File: src/verilog/mips_isa_pkg.sv
package mips_isa_pkg;

    // ############################################################
    // Primary opcodes, bits 31..26 of the instruction.
    // ############################################################
    typedef enum logic [5:0] {
        op_special = 6'h00,
        op_beq     = 6'h04,
        op_bne     = 6'h05,
        op_addiu   = 6'h09,
        op_andi    = 6'h0c,
        op_ori     = 6'h0d,
        op_lui     = 6'h0f,
        op_lw      = 6'h23,
        op_sw      = 6'h2b
    } opcode_t;

    // Funct codes for R-type.
    typedef enum logic [5:0] {
        fn_sll  = 6'h00,
        fn_srl  = 6'h02,
        fn_jr   = 6'h08,
        fn_addu = 6'h21,
        fn_subu = 6'h23,
        fn_and  = 6'h24,
        fn_or   = 6'h25,
        fn_xor  = 6'h26,
        fn_slt  = 6'h2a
    } funct_t;

    typedef enum logic [3:0] {
        alu_add, alu_sub, alu_and, alu_or, alu_xor,
        alu_slt, alu_sll, alu_srl, alu_lui
    } alu_op_t;

    // Field positions, lowest bit of each field.
    localparam int op_lsb    = 26;
    localparam int rs_lsb    = 21;
    localparam int rt_lsb    = 16;
    localparam int rd_lsb    = 11;
    localparam int shamt_lsb = 6;
    localparam int funct_lsb = 0;

    localparam logic [4:0] reg_v0 = 5'd2;  // $v0.

endpackage

File: src/verilog/mips_bus_pkg.sv
package mips_bus_pkg;

    // ############################################################
    // Avalon-MM widths.
    // ############################################################
    localparam int data_width = 32;
    localparam int addr_width = 32;  // Byte address.
    localparam int be_width   = 4;

    // Sequencer states.
    typedef enum logic [2:0] {
        st_idle,
        st_fetch,
        st_decode,
        st_execute,
        st_mem_read,
        st_mem_write,
        st_writeback,
        st_halted
    } seq_state_t;

    // RAM depth in words.
    localparam int mem_words_default = 256;

endpackage

File: src/verilog/mips_alu.sv
`timescale 1ns/10ps

module mips_alu (
    input  logic [31:0]           a,
    input  logic [31:0]           b,
    input  logic [4:0]            shamt,
    input  mips_isa_pkg::alu_op_t op,
    output logic [31:0]           result,
    output logic                  zero
);
    import mips_isa_pkg::*;

    logic lt_signed;

    assign lt_signed = $signed(a) < $signed(b);

    // ############################################################
    // Operation select.
    // ############################################################
    always_comb begin
        case (op)
            alu_add: result = a + b;   // Wraps modulo 2^32.
            alu_sub: result = a - b;
            alu_and: result = a & b;
            alu_or:  result = a | b;
            alu_xor: result = a ^ b;
            alu_slt: result = {31'b0, lt_signed};
            alu_sll: result = b << shamt;
            alu_srl: result = b >> shamt;  // Logical, zero fill.
            alu_lui: result = {b[15:0], 16'h0000};
            default: result = '0;
        endcase
    end

    // Used by BEQ and BNE.
    assign zero = (result == '0);

endmodule

File: src/verilog/mips_regfile.sv
`timescale 1ns/10ps

module mips_regfile (
    input  logic        clk,
    input  logic        rst,
    input  logic [4:0]  rs_addr,
    input  logic [4:0]  rt_addr,
    input  logic [4:0]  wr_addr,
    input  logic        wr_en,
    input  logic [31:0] wr_data,
    output logic [31:0] rs_data,
    output logic [31:0] rt_data,
    output logic [31:0] v0
);
    import mips_isa_pkg::*;

    logic [31:0] regs [32];

    // $0 is cleared on reset and never written.
    always_ff @(posedge clk) begin
        if (rst) begin
            for (int i = 0; i < 32; i++) begin
                regs[i] <= '0;
            end
        end else if (wr_en && wr_addr != 5'd0) begin
            regs[wr_addr] <= wr_data;
        end
    end

    assign rs_data = regs[rs_addr];
    assign rt_data = regs[rt_addr];
    assign v0      = regs[reg_v0];  // Exported for checking.

endmodule

File: src/verilog/mips_control.sv
`timescale 1ns/10ps

module mips_control #(
    parameter logic [31:0] RESET_VECTOR = 32'd4
) (
    input  logic                                  clk,
    input  logic                                  rst,
    input  logic                                  waitrequest,
    input  logic [mips_bus_pkg::data_width-1:0]   readdata,
    output logic [mips_bus_pkg::addr_width-1:0]   address,
    output logic                                  read,
    output logic                                  write,
    output logic [mips_bus_pkg::be_width-1:0]     byteenable,
    output logic [4:0]                            rs_addr,
    output logic [4:0]                            rt_addr,
    input  logic [31:0]                           rs_data,
    input  logic [31:0]                           rt_data,
    output mips_isa_pkg::alu_op_t                 alu_op,
    output logic                                  alu_src_imm,
    output logic                                  imm_zero_ext,
    input  logic                                  alu_zero,
    input  logic [31:0]                           alu_result,
    output logic                                  wr_en,
    output logic [4:0]                            wr_addr,
    output logic                                  wr_from_mem,
    output logic [31:0]                           ir,
    output logic                                  active
);
    import mips_isa_pkg::*;
    import mips_bus_pkg::*;

    seq_state_t  state;
    logic [31:0] pc;
    logic [31:0] pc_plus4;
    logic [31:0] branch_off;
    logic [31:0] mem_addr;   // LW/SW address, latched in execute.
    opcode_t     opcode;
    funct_t      funct;
    logic        writes_reg;
    logic        is_jr;
    logic        take_branch;

    assign opcode     = opcode_t'(ir[op_lsb +: 6]);
    assign funct      = funct_t'(ir[funct_lsb +: 6]);
    assign rs_addr    = ir[rs_lsb +: 5];
    assign rt_addr    = ir[rt_lsb +: 5];
    assign pc_plus4   = pc + 32'd4;
    assign branch_off = {{14{ir[15]}}, ir[15:0], 2'b00};

    // ############################################################
    // Decode.
    // ############################################################
    always_comb begin
        alu_op       = alu_add;
        alu_src_imm  = 1'b1;
        imm_zero_ext = 1'b0;
        writes_reg   = 1'b0;
        is_jr        = 1'b0;
        wr_addr      = rt_addr;  // Immediate forms and LW.
        case (opcode)
            op_special: begin
                alu_src_imm = 1'b0;
                wr_addr     = ir[rd_lsb +: 5];
                writes_reg  = 1'b1;
                case (funct)
                    fn_sll:  alu_op = alu_sll;
                    fn_srl:  alu_op = alu_srl;
                    fn_addu: alu_op = alu_add;
                    fn_subu: alu_op = alu_sub;
                    fn_and:  alu_op = alu_and;
                    fn_or:   alu_op = alu_or;
                    fn_xor:  alu_op = alu_xor;
                    fn_slt:  alu_op = alu_slt;
                    fn_jr: begin
                        is_jr      = 1'b1;
                        writes_reg = 1'b0;
                    end
                    default: writes_reg = 1'b0;  // Unsupported, acts as a nop.
                endcase
            end
            op_addiu, op_lw: writes_reg = 1'b1;
            op_andi: begin
                alu_op       = alu_and;
                imm_zero_ext = 1'b1;
                writes_reg   = 1'b1;
            end
            op_ori: begin
                alu_op       = alu_or;
                imm_zero_ext = 1'b1;
                writes_reg   = 1'b1;
            end
            op_lui: begin
                alu_op       = alu_lui;
                imm_zero_ext = 1'b1;
                writes_reg   = 1'b1;
            end
            op_beq, op_bne: begin
                alu_op      = alu_sub;  // Compare rs and rt.
                alu_src_imm = 1'b0;
            end
            default: ;
        endcase
    end

    assign take_branch = (opcode == op_beq && alu_zero) || (opcode == op_bne && !alu_zero);

    // Bus and datapath steering.
    assign read        = (state == st_fetch) || (state == st_mem_read);
    assign write       = (state == st_mem_write);
    assign address     = (state == st_fetch) ? pc : mem_addr;
    assign byteenable  = '1;
    assign wr_en       = (state == st_writeback);
    assign wr_from_mem = (opcode == op_lw);
    assign active      = (state != st_halted);

    // ############################################################
    // Sequencer.
    // ############################################################
    always_ff @(posedge clk) begin
        if (rst) begin
            state <= st_idle;
            pc    <= RESET_VECTOR;
        end else begin
            case (state)
                st_idle:   state <= st_fetch;
                st_fetch:  if (!waitrequest) state <= st_decode;
                st_decode: state <= st_execute;
                st_execute: begin
                    if (is_jr) begin
                        pc <= rs_data;
                    end else if (take_branch) begin
                        pc <= pc_plus4 + branch_off;  // No delay slot.
                    end else begin
                        pc <= pc_plus4;
                    end
                    if (is_jr && rs_data == '0) state <= st_halted;
                    else if (opcode == op_lw) state <= st_mem_read;
                    else if (opcode == op_sw) state <= st_mem_write;
                    else if (writes_reg) state <= st_writeback;
                    else state <= st_fetch;
                end
                st_mem_read:  if (!waitrequest) state <= st_writeback;
                st_mem_write: if (!waitrequest) state <= st_fetch;
                st_writeback: state <= st_fetch;
                default:      state <= st_halted;  // Stays halted.
            endcase
        end
    end

    // Instruction and memory address registers.
    always_ff @(posedge clk) begin
        if (state == st_fetch && !waitrequest) ir <= readdata;
        if (state == st_execute) mem_addr <= alu_result;
    end

endmodule

File: src/verilog/mips_cpu.sv
`timescale 1ns/10ps

module mips_cpu #(
    parameter logic [31:0] RESET_VECTOR = 32'd4
) (
    input  logic                                clk,
    input  logic                                rst,
    output logic                                active,
    output logic [31:0]                         register_v0,
    output logic [mips_bus_pkg::addr_width-1:0] address,
    output logic                                read,
    output logic                                write,
    output logic [mips_bus_pkg::data_width-1:0] writedata,
    output logic [mips_bus_pkg::be_width-1:0]   byteenable,
    input  logic                                waitrequest,
    input  logic [mips_bus_pkg::data_width-1:0] readdata
);
    import mips_isa_pkg::*;

    logic [4:0]  rs_addr, rt_addr, wr_addr;
    logic [31:0] rs_data, rt_data, wr_data;
    logic [31:0] ir, imm_ext, alu_b, alu_result, load_word;
    logic        alu_src_imm, imm_zero_ext, alu_zero;
    logic        wr_en, wr_from_mem;
    alu_op_t     alu_op;

    // ############################################################
    // Operand and writeback muxes.
    // ############################################################
    assign imm_ext   = imm_zero_ext ? {16'h0000, ir[15:0]} : {{16{ir[15]}}, ir[15:0]};
    assign alu_b     = alu_src_imm ? imm_ext : rt_data;
    assign wr_data   = wr_from_mem ? load_word : alu_result;
    assign writedata = rt_data;  // SW stores rt.

    // Word from the last completed read, for LW writeback.
    always_ff @(posedge clk) begin
        if (read && !waitrequest) load_word <= readdata;
    end

    mips_control #(.RESET_VECTOR(RESET_VECTOR)) u_control (
        .clk, .rst, .waitrequest, .readdata, .address, .read, .write, .byteenable,
        .rs_addr, .rt_addr, .rs_data, .rt_data, .alu_op, .alu_src_imm, .imm_zero_ext,
        .alu_zero, .alu_result, .wr_en, .wr_addr, .wr_from_mem, .ir, .active
    );

    mips_regfile u_regfile (
        .clk, .rst, .rs_addr, .rt_addr, .wr_addr, .wr_en, .wr_data,
        .rs_data, .rt_data, .v0(register_v0)
    );

    mips_alu u_alu (
        .a(rs_data), .b(alu_b), .shamt(ir[shamt_lsb +: 5]), .op(alu_op),
        .result(alu_result), .zero(alu_zero)
    );

endmodule

File: config.mk
export PLATFORM = sky130hd
export DESIGN_NAME = mips_cpu
export DESIGN_NICKNAME = d
export VERILOG_FILES = /design/src/verilog/mips_isa_pkg.sv /design/src/verilog/mips_bus_pkg.sv /design/src/verilog/mips_alu.sv /design/src/verilog/mips_regfile.sv /design/src/verilog/mips_control.sv /design/src/verilog/mips_cpu.sv
export SDC_FILE = /design/constraint.sdc
export NUM_CORES = 2
export LEC_CHECK = 0
export BUFFER_PORTS_ARGS = -buffer_cell sky130_fd_sc_hd__buf_4
export CORE_MARGIN = 2
export CORE_UTILIZATION = 40
export DETAILED_ROUTE_END_ITERATION = 7
export GPL_TIMING_DRIVEN = 0
export MAX_ROUTING_LAYER = met4
export SKIP_LAST_GASP = 1
export SYNTH_ARGS = -nofsm -noshare
export SYNTH_HDL_FRONTEND = slang
export SYNTH_SLANG_ARGS = --single-unit
File: constraint.sdc
create_clock -name clk -period 8.6 [get_ports clk]
set_clock_uncertainty 0.05 [all_clocks]
set_input_delay 0.43 -clock clk [delete_from_list [all_inputs] [get_ports clk]]
set_output_delay 0.43 -clock clk [all_outputs]
set_load 0.02 [all_outputs]
==> results.cfg <==
[status]
status = finished with violations
violations = max-capacitance violations, max-slew violations, negative setup slack

[clock_network]
path_clk_slew_ps = 60
clk_latency_ps = 850
cts_buffer_depth = 3
cts_tree = done
numCtsBuffers = 134
cts-root-buf = clkbuf_16
htree_levels = 4
cts.sinks = 1165

[layout]
final_net_count = 6766
regArea_mm2 = 0.0345
fin_util = 0.469
drive_gt1_frac = 0.182
area_growth_pct = 16.8
multi_input_area_mm2 = 0.0342
final.fill_count = 16100

[detailed_routing]
drt_iter0_drc = 13400
drt-pass1-iter-count = 8
wl_um = 414000
wl_per_cell_um = 45.6
drtAntennaViolNets = 0
via_per_inst = 7.19
vias = 65300
drc = 0

[timing]
holdWs_ps = 296
fin_crit_ps = 8720
slew_headroom = -0.148
setup_ws_ps = -124
tns_ps = -1610
slew_viol_final = 208
hold_viol = 0
fin_crit_sh = 1.01
worstMarginPinSlew_ps = 1720
setup_viol = 48
rsz0062_at_grt = false
fmax_mhz = 115

[power]
cellLeakagePower_nw = 30.9
ir_worst_vdd_mv = 0.238
power_density_mw_per_mm2 = 223
fin_total_pwr_mw = 18.4

[setup_path]
cp_max_fo = 10
critPathMaxStageDelay_ps = 800
crit_buf_inv = 5
required_ps = 9250
end_kind = flip-flop
arrival_ps = 9370
reg2reg_slack_ps = -120
path_class = reg -> reg
cpLargestDelayFamily = simple AND/OR/NAND/NOR gates
slowest_stage = clkbuf_1
crit_chain = clkbuf_1, or3b_1, or3_1, and3_1, o21ai_0, clkbuf_1, clkbuf_1, clkbuf_1, nor2_1, nor4_4, o21ai_1, nor4b_1, nand3_1, nor4_1, nand3_2, mux2_4, nor3_4, buf_4, nor3_1, o31ai_1
path_common_cell = clkbuf_1
startpoint_type = flip-flop

[synth]
synth_seq_area_share = 0.490
synth-edff-count = 1120
yosys-top-cells-area = edfxtp_1, mux4_2, mux2i_1
ys_warn_count = 0
async_flop_share = 0
synthFlopType = edfxtp_1
syn_inst = 6165
synthesis.area_mm2 = 0.0705
yosys.area.top_type = edfxtp_1
synth_top_area_frac = 0.477
ys_types = 105
avgSynthCellArea_um2 = 11.4
synth.ff_latch_count = 1165

[global_routing]
grt_max_degree = 35
grt_usage = 0.463
use_met2 = 0.630
gr-total-overflow = 0
antenna_found_initial = 17
grt_pass1_wl_um = 541000
use_met3 = 0.207
busiest_layer = met2
grt_use_met1 = 0.512
grt_pass1_vias = 60600

[place]
place.port_buffers = 132
gp_congestion = 1.11
place_ws_ps = -3290
dp_hpwl_um = 286000

[floorplanning]
rows = 154
die_y_um = 424
ios = 138
core_mm2 = 0.176
dieArea_mm2 = 0.180
die_w_um = 424
initial_core_util = 0.401

[min_path]
min_path_type = in -> reg

[flow_run]
max-cap-violations = 25
[cell type report]
type | count | share of cell area
Inverter | 133 | 0.00606
Sequential cell | 1165 | 0.419
Tap cell | 2340 | 0.0356
Clock buffer | 166 | 0.0428
Antenna cell | 27 | 0.000821
Buffer | 533 | 0.0383
Timing Repair Buffer | 271 | 0.0320
Multi-Input combinational cell | 4361 | 0.415
Clock inverter | 79 | 0.00988
[cells in the mapped netlist, types with 12 or more instances]
library cell and instances:
nor2_1 1207, edfxtp_1 1120, mux2i_1 607, clkbuf_1 368
mux4_2 335, a21oi_1 299, a22oi_1 279, nand2_1 274
ha_1 129, inv_1 127, o21ai_0 116, nor3_1 93
nand3_1 74, mux2_2 72, buf_1 63, buf_2 59
nand2b_1 59, xnor2_1 58, nor4_1 48, dfxtp_1 45
o211ai_1 44, o22ai_1 39, a21o_1 36, nand4_1 35
a211oi_1 34, buf_4 33, o221ai_1 28, a31oi_1 25
a221oi_1 23, and3_1 23, o21ai_1 23, o21bai_1 22
o31ai_1 21, or3_1 20, o21a_1 19, buf_6 17
xor2_1 16, nor2b_1 15, o2111ai_1 14, a22o_1 13
a32oi_1 12, and2_1 12
[worst paths after layout]
check | from | endpoint | depth (start not counted)
max reg2reg | u_control.ir[3] | u_control.pc[3] | 20
min reg2reg | u_control.ir[25] | flip-flop | 1
min | readdata[4] | u_control.ir[4] | 2
max | u_control.ir[3] | u_control.pc[3] | 20
[per-layer routing]
metal,vias up,wire length (um)
met2,6689,168000
met4,0,46400
met3,2060,65500
li1,24400,-
met1,32200,134000
met5,-,0
[sequential cells by signal, indices dropped and copies added, names as in the netlist, named ones only]
| register | cells |
|---|---|
| u_control.state | 3 |
| u_control.pc | 32 |
| u_regfile.regs | 1024 |
| u_control.ir | 32 |
| load_word | 32 |
| u_control.mem_addr | 32 |
[cell families (layout without fill, tap and decap cells)]
kind of cell,count (synthesis),count (layout),synth area share
DFF,1165,1165,0.490
xor gates and xnor gates,74,74,0.00919
and+or+nand+nor,1925,1925,0.117
buffers and inverters,673,1182,0.0404
AOI/OAI and AO/OA,1174,1174,0.113
other,2,63,0.000107
adders and majority gates,132,132,0.0237
muxes,1020,1020,0.206
[cell usage in the layout, fill, tap and decap left out, drive strengths merged, types with 23 or more instances in the layout]
master       instances
edfxtp            1120
clkinv              64
and3                23
inv                138
nor2              1209
diode               27
a22oi              279
nor4                53
nand3               75
xnor2               58
nand2b              59
mux2i              611
clkbuf             541
o21ai              140
a21o                36
o22ai               39
mux4               335
a211oi              34
dfxtp               45
ha                 129
mux2                74
dlygate4sd3         33
nand2              275
a21oi              300
nand4               35
a221oi              24
o211ai              44
nor3                95
o221ai              28
buf                395
conb                36
a31oi               27
[where the power goes]
group | switching [mW] | internal [mW] | total (mW) | leakage (nW)
Clock | 2.64 | 3.22 | 5.86 | 2.12
Combinational | 4.32 | 1.62 | 5.95 | 17.0
Sequential | 0.135 | 6.44 | 6.57 | 11.8
Total | 7.10 | 11.3 | 18.4 | 30.9
[repair_timing]
action	in CTS	in global routing
hold endpoints to repair	79	0
resized for setup	306	146
hold buffers	33	0
endpoints found under the setup margin	1042	299
buffers inserted	16	9
pin swaps	6	9
[stage by stage]
stage                     cell area (um^2)  cells
after floorplan                      70600   6199
after global placement               74600   8671
after detailed placement             76200   8748
after CTS                            81700   9036
after global routing                 82300   9067
final                                82300   9075
Power figures use the tool's default switching activity.
